<file path="src/common/fetch_pkg.sv">
/*
 * fetch stage shared definitions
 * selector encodings, exception cause, fetched word views and bus structs
 */
`default_nettype none

package fetch_pkg;

  ////////////////////////////////////////////////////////////
  // constants
  ////////////////////////////////////////////////////////////

  // every internal interrupt is steered to this vector
  localparam logic [4:0] NMI_CAUSE = 5'd31;

  // width of the clic vector index from the csr block
  localparam int unsigned CLIC_IDX_W = 6;

  ////////////////////////////////////////////////////////////
  // selectors
  ////////////////////////////////////////////////////////////

  // source of the next fetch address
  typedef enum logic [2:0] {
    PC_BOOT = 3'd0,
    PC_JUMP = 3'd1,
    PC_EXC  = 3'd2,
    PC_ERET = 3'd3,
    PC_DRET = 3'd4
  } pc_sel_e;

  // handler address mode, only looked at for PC_EXC
  typedef enum logic [2:0] {
    EXC_PC_EXC      = 3'd0,
    EXC_PC_IRQ      = 3'd1,
    EXC_PC_DBD      = 3'd2,
    EXC_PC_DBG_EXC  = 3'd3,
    EXC_PC_IRQ_CLIC = 3'd4,
    EXC_PC_VTABLE   = 3'd5
  } exc_pc_sel_e;

  typedef struct packed {
    logic       irq_int;
    logic [4:0] code;
  } exc_cause_t;

  ////////////////////////////////////////////////////////////
  // fetched word and pipeline entries
  ////////////////////////////////////////////////////////////

  // vector table entry, word pointer with two don't care bits
  typedef struct packed {
    logic [29:0] ptr;
    logic [1:0]  ign;
  } vtab_entry_t;

  // same bus word seen as an instruction or as a table pointer
  typedef union packed {
    logic [31:0] instr;
    vtab_entry_t vtab;
  } fetch_word_u;

  typedef struct packed {
    logic [31:0] addr;
    fetch_word_u word;
    logic        err;
  } fetch_entry_t;

  typedef struct packed {
    logic [31:0] instr;
    logic [31:0] pc;
    logic        err;
  } id_entry_t;

  ////////////////////////////////////////////////////////////
  // core and bus side bundles
  ////////////////////////////////////////////////////////////

  typedef struct packed {
    logic        pc_set;
    pc_sel_e     pc_sel;
    exc_pc_sel_e exc_pc_sel;
    exc_cause_t  exc_cause;
    logic        irq_shv;
  } pc_ctrl_t;

  typedef struct packed {
    logic [31:0]           mtvec;
    logic [31:0]           mepc;
    logic [31:0]           depc;
    logic [31:0]           mtvt;
    logic [CLIC_IDX_W-1:0] clic_idx;
  } csr_vec_t;

  typedef struct packed {
    logic        req;
    logic [31:0] addr;
  } mem_req_t;

  typedef struct packed {
    logic        gnt;
    logic        rvalid;
    logic [31:0] rdata;
    logic        err;
  } mem_rsp_t;

endpackage

`default_nettype wire

</file>
<file path="src/hdl/fetch_ctrl.sv">
/*
 * fetch control
 * redirect pulse, decode handshake and the if-id valid and new flags
 */
`timescale 1ns/1ps
`default_nettype none

module fetch_ctrl (
  input  logic                clk_i,
  input  logic                rst_ni,
  input  fetch_pkg::pc_ctrl_t pc_ctrl_i,
  input  logic                fetch_valid_i,
  input  logic                id_in_ready_i,
  input  logic                instr_valid_clear_i,
  output logic                branch_o,
  output logic                fetch_ready_o,
  output logic                pipe_we_o,
  output logic                instr_valid_id_o,
  output logic                instr_new_id_o,
  output logic                csr_mtvec_init_o
);

  logic valid_d;

  // every pc_set restarts the prefetcher at the selected target
  assign branch_o = pc_ctrl_i.pc_set;

  // decode pulls straight from the prefetch fifo head
  assign fetch_ready_o = id_in_ready_i;
  assign pipe_we_o     = fetch_valid_i & id_in_ready_i;

  // csr block seeds mtvec on the boot jump
  assign csr_mtvec_init_o = pc_ctrl_i.pc_set & (pc_ctrl_i.pc_sel == fetch_pkg::PC_BOOT);

  // a word loaded alongside pc_set belongs to the old stream and is squashed
  // valid then stays until decode clears it
  assign valid_d = (pipe_we_o & ~pc_ctrl_i.pc_set) | (instr_valid_id_o & ~instr_valid_clear_i);

  always_ff @(posedge clk_i or negedge rst_ni) begin
    if (!rst_ni) begin
      instr_valid_id_o <= 1'b0;
      instr_new_id_o   <= 1'b0;
    end else begin
      instr_valid_id_o <= valid_d;
      // one cycle marker for each load of the if-id register
      instr_new_id_o   <= pipe_we_o;
    end
  end

endmodule

`default_nettype wire

</file>
<file path="src/hdl/fetch_stage.sv">
/*
 * instruction fetch stage
 * next pc selection, prefetch buffer and the if-id pipeline register
 */
`timescale 1ns/1ps
`default_nettype none

module fetch_stage #(
  parameter logic [31:0] DmHaltAddr      = 32'h1A11_0800,
  parameter logic [31:0] DmExceptionAddr = 32'h1A11_0808,
  parameter bit          Clic            = 1'b1,
  parameter int unsigned FifoDepth       = 3
) (
  input  logic                clk_i,
  input  logic                rst_ni,
  input  logic [31:0]         boot_addr_i,
  input  logic                req_i,
  input  fetch_pkg::pc_ctrl_t pc_ctrl_i,
  input  fetch_pkg::csr_vec_t csr_i,
  output fetch_pkg::mem_req_t instr_req_o,
  input  fetch_pkg::mem_rsp_t instr_rsp_i,
  input  logic                pmp_err_if_i,
  input  logic                id_in_ready_i,
  input  logic                instr_valid_clear_i,
  output fetch_pkg::id_entry_t id_o,
  output logic                instr_valid_id_o,
  output logic                instr_new_id_o,
  output logic [31:0]         pc_if_o,
  output logic                minhv_o,
  output logic                csr_mtvec_init_o,
  output logic                if_busy_o
);

  logic                    branch;
  logic                    pipe_we;
  logic                    fetch_valid;
  logic                    fetch_ready;
  logic [31:0]             fetch_addr;
  fetch_pkg::fetch_entry_t fetch_entry;

  // pc of the word at the prefetch output, also the pmp lookup address
  assign pc_if_o = fetch_entry.addr;

  fetch_ctrl fetch_ctrl_i (
    .clk_i               (clk_i),
    .rst_ni              (rst_ni),
    .pc_ctrl_i           (pc_ctrl_i),
    .fetch_valid_i       (fetch_valid),
    .id_in_ready_i       (id_in_ready_i),
    .instr_valid_clear_i (instr_valid_clear_i),
    .branch_o            (branch),
    .fetch_ready_o       (fetch_ready),
    .pipe_we_o           (pipe_we),
    .instr_valid_id_o    (instr_valid_id_o),
    .instr_new_id_o      (instr_new_id_o),
    .csr_mtvec_init_o    (csr_mtvec_init_o)
  );

  pc_select #(
    .DmHaltAddr      (DmHaltAddr),
    .DmExceptionAddr (DmExceptionAddr),
    .Clic            (Clic)
  ) pc_select_i (
    .pc_ctrl_i     (pc_ctrl_i),
    .csr_i         (csr_i),
    .boot_addr_i   (boot_addr_i),
    .fetch_entry_i (fetch_entry),
    .fetch_addr_o  (fetch_addr),
    .minhv_o       (minhv_o)
  );

  prefetch_buffer #(
    .FifoDepth (FifoDepth)
  ) prefetch_buffer_i (
    .clk_i         (clk_i),
    .rst_ni        (rst_ni),
    .req_i         (req_i),
    .branch_i      (branch),
    .fetch_addr_i  (fetch_addr),
    .fetch_ready_i (fetch_ready),
    .instr_req_o   (instr_req_o),
    .instr_rsp_i   (instr_rsp_i),
    .fetch_valid_o (fetch_valid),
    .fetch_entry_o (fetch_entry),
    .busy_o        (if_busy_o)
  );

  if_id_regs if_id_regs_i (
    .clk_i         (clk_i),
    .rst_ni        (rst_ni),
    .we_i          (pipe_we),
    .fetch_entry_i (fetch_entry),
    .pmp_err_if_i  (pmp_err_if_i),
    .id_o          (id_o)
  );

endmodule

`default_nettype wire

</file>
<file path="src/hdl/if_id_regs.sv">
/*
 * if-id pipeline register
 * holds the word for decode with bus and pmp errors merged
 */
`timescale 1ns/1ps
`default_nettype none

module if_id_regs (
  input  logic                    clk_i,
  input  logic                    rst_ni,
  input  logic                    we_i,
  input  fetch_pkg::fetch_entry_t fetch_entry_i,
  input  logic                    pmp_err_if_i,
  output fetch_pkg::id_entry_t    id_o
);

  fetch_pkg::id_entry_t id_d;

  assign id_d.instr = fetch_entry_i.word.instr;
  assign id_d.pc    = fetch_entry_i.addr;
  // pmp check runs on the same address as the fetch output
  assign id_d.err   = fetch_entry_i.err | pmp_err_if_i;

  // frozen while decode stalls
  always_ff @(posedge clk_i or negedge rst_ni) begin
    if (!rst_ni) begin
      id_o <= '0;
    end else if (we_i) begin
      id_o <= id_d;
    end
  end

endmodule

`default_nettype wire

</file>
<file path="src/hdl/pc_select.sv">
/*
 * next pc and exception pc selection
 * covers mtvec modes, debug entry, clic shv vectoring and vector table jumps
 */
`timescale 1ns/1ps
`default_nettype none

module pc_select #(
  parameter logic [31:0] DmHaltAddr      = 32'h1A11_0800,
  parameter logic [31:0] DmExceptionAddr = 32'h1A11_0808,
  parameter bit          Clic            = 1'b1
) (
  input  fetch_pkg::pc_ctrl_t     pc_ctrl_i,
  input  fetch_pkg::csr_vec_t     csr_i,
  input  logic [31:0]             boot_addr_i,
  input  fetch_pkg::fetch_entry_t fetch_entry_i,
  output logic [31:0]             fetch_addr_o,
  output logic                    minhv_o
);

  logic [4:0]  irq_vec;
  logic        shv;
  logic [31:0] shv_offs;
  logic [31:0] shv_addr;
  logic [31:0] ptr_tgt;
  logic [31:0] exc_pc;

  // internal interrupts share the nmi slot of the vectored table
  assign irq_vec = pc_ctrl_i.exc_cause.irq_int ? fetch_pkg::NMI_CAUSE
                                               : pc_ctrl_i.exc_cause.code;

  // hardware vectoring only when the core has clic and the irq asks for it
  assign shv = Clic & pc_ctrl_i.irq_shv;

  // table entry address is the 64 byte aligned mtvt plus one word per index
  assign shv_offs = {{(30 - fetch_pkg::CLIC_IDX_W){1'b0}}, csr_i.clic_idx, 2'b00};
  assign shv_addr = {csr_i.mtvt[31:6], 6'b0} + shv_offs;

  // word at the fetch output holds the handler pointer
  assign ptr_tgt = {fetch_entry_i.word.vtab.ptr, 2'b00};

  ////////////////////////////////////////////////////////////
  // exception pc
  ////////////////////////////////////////////////////////////

  always_comb begin
    unique case (pc_ctrl_i.exc_pc_sel)
      fetch_pkg::EXC_PC_EXC: begin
        exc_pc = {csr_i.mtvec[31:8], 8'h00};
      end
      fetch_pkg::EXC_PC_IRQ: begin
        // base plus four times the vector
        exc_pc = {csr_i.mtvec[31:8], 1'b0, irq_vec, 2'b00};
      end
      fetch_pkg::EXC_PC_DBD: begin
        exc_pc = DmHaltAddr;
      end
      fetch_pkg::EXC_PC_DBG_EXC: begin
        exc_pc = DmExceptionAddr;
      end
      fetch_pkg::EXC_PC_IRQ_CLIC: begin
        // shv fetches the table entry and the rest use the common clic handler
        exc_pc = shv ? shv_addr : {csr_i.mtvec[31:6], 6'b0};
      end
      fetch_pkg::EXC_PC_VTABLE: begin
        exc_pc = ptr_tgt;
      end
      default: begin
        exc_pc = {csr_i.mtvec[31:8], 8'h00};
      end
    endcase
  end

  ////////////////////////////////////////////////////////////
  // next pc
  ////////////////////////////////////////////////////////////

  always_comb begin
    unique case (pc_ctrl_i.pc_sel)
      fetch_pkg::PC_BOOT: fetch_addr_o = {boot_addr_i[31:9], 9'h100};
      // jumps go through the pointer in the word at the fetch output
      fetch_pkg::PC_JUMP: fetch_addr_o = ptr_tgt;
      fetch_pkg::PC_EXC:  fetch_addr_o = exc_pc;
      fetch_pkg::PC_ERET: fetch_addr_o = csr_i.mepc;
      fetch_pkg::PC_DRET: fetch_addr_o = csr_i.depc;
      default:            fetch_addr_o = {boot_addr_i[31:9], 9'h100};
    endcase
  end

  // tells the csr block the next fetch is a table entry, not code
  assign minhv_o = pc_ctrl_i.pc_set & shv &
                   (pc_ctrl_i.pc_sel == fetch_pkg::PC_EXC) &
                   (pc_ctrl_i.exc_pc_sel == fetch_pkg::EXC_PC_IRQ_CLIC);

endmodule

`default_nettype wire

</file>
<file path="src/prefetch/fetch_fifo.sv">
/*
 * fetch fifo
 * in-order register fifo of fetched words, flushed on redirect
 */
`timescale 1ns/1ps
`default_nettype none

module fetch_fifo #(
  parameter int unsigned FifoDepth = 3
) (
  input  logic                                 clk_i,
  input  logic                                 rst_ni,
  input  logic                                 clear_i,
  input  logic                                 push_i,
  input  fetch_pkg::fetch_entry_t              push_entry_i,
  input  logic                                 pop_i,
  output logic                                 valid_o,
  output fetch_pkg::fetch_entry_t              head_o,
  output logic [$clog2(FifoDepth + 1)-1:0]     free_o
);

  localparam int unsigned CntW = $clog2(FifoDepth + 1);
  localparam int unsigned PtrW = (FifoDepth > 1) ? $clog2(FifoDepth) : 1;

  fetch_pkg::fetch_entry_t mem_q [FifoDepth];
  logic [PtrW-1:0]         wr_ptr_q;
  logic [PtrW-1:0]         rd_ptr_q;
  logic [CntW-1:0]         cnt_q;
  logic                    do_push;
  logic                    do_pop;

  // pointer step with wrap at the last slot
  function automatic logic [PtrW-1:0] ptr_inc(input logic [PtrW-1:0] ptr);
    logic [PtrW-1:0] nxt;
    nxt = (ptr == PtrW'(FifoDepth - 1)) ? '0 : ptr + 1'b1;
    return nxt;
  endfunction

  assign do_push = push_i & ~clear_i;
  assign do_pop  = pop_i & valid_o & ~clear_i;

  assign valid_o = cnt_q != '0;
  assign head_o  = mem_q[rd_ptr_q];
  assign free_o  = CntW'(FifoDepth) - cnt_q;

  always_ff @(posedge clk_i or negedge rst_ni) begin
    if (!rst_ni) begin
      wr_ptr_q <= '0;
      rd_ptr_q <= '0;
      cnt_q    <= '0;
    end else if (clear_i) begin
      // redirect empties the queue, a push in the same cycle is stale
      wr_ptr_q <= '0;
      rd_ptr_q <= '0;
      cnt_q    <= '0;
    end else begin
      if (do_push) begin
        wr_ptr_q <= ptr_inc(wr_ptr_q);
      end
      if (do_pop) begin
        rd_ptr_q <= ptr_inc(rd_ptr_q);
      end
      cnt_q <= cnt_q + CntW'(do_push) - CntW'(do_pop);
    end
  end

  // storage slots
  always_ff @(posedge clk_i) begin
    if (do_push) begin
      mem_q[wr_ptr_q] <= push_entry_i;
    end
  end

endmodule

`default_nettype wire

</file>
<file path="src/prefetch/prefetch_buffer.sv">
/*
 * prefetch buffer
 * issues word fetches ahead of decode, drops stale responses after a redirect
 */
`timescale 1ns/1ps
`default_nettype none

module prefetch_buffer #(
  parameter int unsigned FifoDepth = 3
) (
  input  logic                    clk_i,
  input  logic                    rst_ni,
  input  logic                    req_i,
  input  logic                    branch_i,
  input  logic [31:0]             fetch_addr_i,
  input  logic                    fetch_ready_i,
  output fetch_pkg::mem_req_t     instr_req_o,
  input  fetch_pkg::mem_rsp_t     instr_rsp_i,
  output logic                    fetch_valid_o,
  output fetch_pkg::fetch_entry_t fetch_entry_o,
  output logic                    busy_o
);

  localparam int unsigned CntW = $clog2(FifoDepth + 1);

  // request side state
  logic        run_q;
  logic [29:0] addr_q;
  logic        hold_q;
  logic [29:0] hold_addr_q;
  logic [1:0]  out_q;
  logic [1:0]  out_d;

  // response side state
  logic [1:0]  disc_q;
  logic [1:0]  disc_d;
  logic [29:0] rsp_addr_q;

  logic [CntW-1:0]         fifo_free;
  logic                    new_req;
  logic                    bus_req;
  logic [29:0]             bus_addr;
  logic                    gnt;
  logic                    drop;
  logic                    push;
  fetch_pkg::fetch_entry_t push_entry;

  ////////////////////////////////////////////////////////////
  // bus requests
  ////////////////////////////////////////////////////////////

  // start a fetch only with a reserved fifo slot for every word in flight
  // nothing new in the redirect cycle, the target goes out next cycle
  assign new_req = run_q & req_i & ~hold_q & ~branch_i & (out_q != 2'd2) &
                   (32'(fifo_free) > 32'(out_q));

  // an ungranted request stays up with its address frozen
  assign bus_req  = hold_q | new_req;
  assign bus_addr = hold_q ? hold_addr_q : addr_q;
  assign gnt      = bus_req & instr_rsp_i.gnt;

  assign instr_req_o.req  = bus_req;
  assign instr_req_o.addr = {bus_addr, 2'b00};

  assign out_d = out_q + {1'b0, gnt} - {1'b0, instr_rsp_i.rvalid};

  assign busy_o = hold_q | (out_q != 2'd0);

  ////////////////////////////////////////////////////////////
  // responses
  ////////////////////////////////////////////////////////////

  assign drop = disc_q != 2'd0;
  assign push = instr_rsp_i.rvalid & ~drop;

  // on redirect every granted or still pending request becomes stale
  always_comb begin
    disc_d = disc_q;
    if (branch_i) begin
      disc_d = out_d + {1'b0, bus_req & ~gnt};
    end else if (instr_rsp_i.rvalid & drop) begin
      disc_d = disc_q - 2'd1;
    end
  end

  // responses come back in order so the tag just counts up from the target
  assign push_entry.addr       = {rsp_addr_q, 2'b00};
  assign push_entry.word.instr = instr_rsp_i.rdata;
  assign push_entry.err        = instr_rsp_i.err;

  always_ff @(posedge clk_i or negedge rst_ni) begin
    if (!rst_ni) begin
      run_q      <= 1'b0;
      addr_q     <= '0;
      hold_q     <= 1'b0;
      out_q      <= 2'd0;
      disc_q     <= 2'd0;
      rsp_addr_q <= '0;
    end else begin
      hold_q <= bus_req & ~gnt;
      out_q  <= out_d;
      disc_q <= disc_d;
      if (branch_i) begin
        // first pc_set after reset enables fetching
        run_q      <= 1'b1;
        addr_q     <= fetch_addr_i[31:2];
        rsp_addr_q <= fetch_addr_i[31:2];
      end else begin
        if (new_req) begin
          addr_q <= addr_q + 30'd1;
        end
        if (push) begin
          rsp_addr_q <= rsp_addr_q + 30'd1;
        end
      end
    end
  end

  // address of a request that missed its grant
  always_ff @(posedge clk_i) begin
    hold_addr_q <= bus_addr;
  end

  fetch_fifo #(
    .FifoDepth (FifoDepth)
  ) fetch_fifo_i (
    .clk_i        (clk_i),
    .rst_ni       (rst_ni),
    .clear_i      (branch_i),
    .push_i       (push),
    .push_entry_i (push_entry),
    .pop_i        (fetch_ready_i),
    .valid_o      (fetch_valid_o),
    .head_o       (fetch_entry_o),
    .free_o       (fifo_free)
  );

endmodule

`default_nettype wire

</file>
<file path="config.mk">
export PLATFORM = sky130hd
export DESIGN_NAME = fetch_stage
export DESIGN_NICKNAME = d
export VERILOG_FILES = /design/src/common/fetch_pkg.sv /design/src/hdl/fetch_ctrl.sv /design/src/hdl/fetch_stage.sv /design/src/hdl/if_id_regs.sv /design/src/hdl/pc_select.sv /design/src/prefetch/fetch_fifo.sv /design/src/prefetch/prefetch_buffer.sv
export SDC_FILE = /design/constraint.sdc
export NUM_CORES = 1
export LEC_CHECK = 0
export CELL_PAD_IN_SITES_DETAIL_PLACEMENT = 0
export CELL_PAD_IN_SITES_GLOBAL_PLACEMENT = 2
export CORE_MARGIN = 5
export CORE_UTILIZATION = 42
export DETAILED_ROUTE_END_ITERATION = 12
export DONT_BUFFER_PORTS = 1
export PLACE_DENSITY_LB_ADDON = 0.1
export REMOVE_ABC_BUFFERS = 1
export SLEW_MARGIN = 0
export SYNTH_ARGS = -nofsm -noshare
export SYNTH_HDL_FRONTEND = slang
export SYNTH_HIERARCHICAL = 1
export SYNTH_SLANG_ARGS = --single-unit
</file>
<file path="constraint.sdc">
create_clock -name clk_i -period 7.46 [get_ports clk_i]
set_input_delay 1.119 -clock clk_i [delete_from_list [all_inputs] [get_ports clk_i]]
set_output_delay 1.119 -clock clk_i [all_outputs]
set_load 0.1 [all_outputs]
</file>
==> flow_summary_export.csv <==
group,metric,value,unit
run_status,status,"completed",
clocking,cts_setup_buffers,0,
floorplan,start_util,42.5,%
global_routing,grtUsageTotal,23.6,%
floorplan,die-area,0.0466,mm2
route,drc,0,
clocking,cts_resized,0,
final_layout,drive_gt1_share,17.0,%
clocking,cts_tree,"yes",
worst_setup_path,endpoint_kind,"output pin",
sta,hold_violations,0,
route,ant_nets,0,
power_and_ir_drop,ir_drop,277,uV
sta,worst_pin_slew,1.19,ns
power_and_ir_drop,pwr_density_cell,401,mW/mm2
sta,fmax,225,MHz
clocking,path_clk_slew,0.06,ns
floorplan,ios,356,
clocking,cts_hold_buffers,0,
sta,min_period_over_period,59.5,%
floorplan,fp.dieW,216,um
global_routing,antenna_found_initial,13,
global_routing,grt_first_pass_wirelength,82800,um
worst_setup_path,worst_path_max_delay_cell,"o21ai_2",
worst_setup_path,required,6.34,ns
sta,rsz0062_at_grt,"false",
run,cap_violations,0,
placed_design,place_congestion,0.886,
worst_setup_path,crit_fanout,44,
yosys,yosysWarnings,6,
floorplan,die_h,216,um
global_routing,grt_pass1_vias,12192,
final_layout,syn2layout_area_growth,10.5,%
worst_setup_path,crit_chain,"buf_4 -> mux2i_1 -> o21ai_2",
sta,maxSlewViolCount,0,
sta,whs,0.252,ns
min_path,hold_path_class,"primary input to asynchronous set/reset pin",
clocking,clock-sinks,364,
worst_setup_path,cp.arrival,3.32,ns
global_routing,grt.overflow.total,0,
power_and_ir_drop,cellLeakagePower,0.00695,uW
clocking,cts_buffer_depth,3,
route,wl,56300,um
yosys,syn_inst,1513,
sta,fin_skew,0.0251,ns
global_routing,grt_max_degree,140,
route,vias,12208,
worst_setup_path,crit_path_max_incr_delay,0.92,ns
route,vias_per_cell,5.89,
clocking,cts_buffers,40,
route,drtIter0Drc,757,
worst_setup_path,worstSetupPathType,"register to output pin",
sta,tns,0,ns
placed_design,dp_hpwl,40300,um
sta,setup_viol,0,
sta,timing.final.crit_period,4.44,ns
route,drt_pre_antenna_iters,5,
clocking,clk_latency,0.57,ns
floorplan,core_area,0.0419,mm2
clocking,htreeDepth,2,
worst_setup_path,path_delay_family,"compound AO/OA/AOI/OAI gates",
final_layout,num-nets-final,1733,
sta,slew-limit-headroom,20.8,%
yosys,netlist_area,0.0178,mm2
worst_setup_path,cp_num_buf_inv,1,
clocking,cts_root_buf,"clkbuf_16",
yosys,avgSynthCellArea,11.8,um2
floorplan,rows,75,
worst_setup_path,start_kind,"register",
placed_design,io_buffers,0,
final_layout,fill_cells,3822,
route,wire_per_inst,27.2,um
[registers in the layout, summed over array words and instances, names as in the netlist]
register / count
prefetch_buffer_i/fetch_fifo_i/mem_q: 195
if_id_regs_i/id_o: 65
prefetch_buffer_i/addr_q: 30
prefetch_buffer_i/hold_addr_q: 30
prefetch_buffer_i/rsp_addr_q: 30
prefetch_buffer_i/disc_q: 2
prefetch_buffer_i/fetch_fifo_i/cnt_q: 2
prefetch_buffer_i/fetch_fifo_i/rd_ptr_q: 2
prefetch_buffer_i/fetch_fifo_i/wr_ptr_q: 2
prefetch_buffer_i/out_q: 2
fetch_ctrl_i/instr_new_id_o: 1
fetch_ctrl_i/instr_valid_id_o: 1
prefetch_buffer_i/hold_q: 1
prefetch_buffer_i/run_q: 1
[cells in the final DEF (no fill, tap or decap), types with 10 or more instances in the layout]
cell and n:
edfxtp_1 195, nand2_1 167, dfrtp_1 137, o21ai_0 104, mux2i_1 76, mux2_2 69, nand3_1 46, nor2_1 41
clkbuf_16 40, mux2_4 38, o21ai_2 35, xnor2_1 34, inv_1 32, a21oi_1 32, buf_4 31, dfxtp_1 30
nor3_1 24, o22ai_1 23, and3_1 22, a22oi_1 21, nand2b_1 17, nand4_1 17, clkbuf_1 16, a22o_1 15
nor4_1 14, a31oi_1 14, nor2b_1 13, o311ai_0 13, xor2_1 13, o211ai_1 12, ha_1 12, a211oi_1 10
[power breakdown]
group / leakage (uW) / total [uW] / internal, uW / switching [uW]
logic: 0.00262 / 1860 / 574 / 1290
clock network: 0.000624 / 1940 / 1140 / 805
registers: 0.00371 / 4090 / 2470 / 1620
total: 0.00695 / 7900 / 4190 / 3710
[layer usage]
layer / vias up / track usage [%] / part of all wire, %
li1: 5675 / - / -
met1: 6102 / 29.5 / 42
met2: 343 / 38.8 / 48
met3: 72 / 8.90 / 8.6
met4: 16 / 5.91 / 2.1
met5: - / 0 / 0.19
[through the flow]
| step | power [uW] | cell area [um2] | std cells | worst slack [ns] | utilization, % |
|---|---|---|---|---|---|
| finish | 7900 | 19700 | 2074 | 3.02 | 46.9 |
| global route | 8190 | 19700 | 2072 | 2.91 | 46.9 |
| CTS | 7990 | 19700 | 2070 | 2.98 | 46.9 |
| detailed placement | 6020 | 18400 | 1996 | 3.36 | 43.8 |
| global placement | 5990 | 18400 | 1996 | 3.30 | 43.8 |
| floorplan | 5630 | 17300 | 1426 | 0.673 | - |
[final timing paths]
kind,end,slack [ns],start,cells after the start
setup / recovery,pc_if_o[7],3.02,prefetch_buffer_i/fetch_fifo_i/rd_ptr_q[0],3
hold / removal,if_id_regs_i/id_o[1],0.25,rst_ni,0
setup reg to reg,prefetch_buffer_i/addr_q[14],3.85,prefetch_buffer_i/fetch_fifo_i/rd_ptr_q[0],8
hold reg to reg,prefetch_buffer_i/run_q,0.47,prefetch_buffer_i/run_q,1
max in group asynchronous,prefetch_buffer_i/fetch_fifo_i/rd_ptr_q[0],6.93,rst_ni,0
min in group clk_i,prefetch_buffer_i/run_q,0.47,prefetch_buffer_i/run_q,1
[cell type report]
class	instances	area, um2	share of cell area (%)
Inverter	33	126	0.642
Clock buffer	59	1100	5.60
Sequential cell	364	9940	50.5
Timing Repair Buffer	31	233	1.18
Antenna cell	4	10.0	0.0509
Multi-Input combinational cell	1029	7410	37.7
Tap cell	539	674	3.43
Clock inverter	15	180	0.916
No activity file was read; power rests on OpenSTA's default activity.
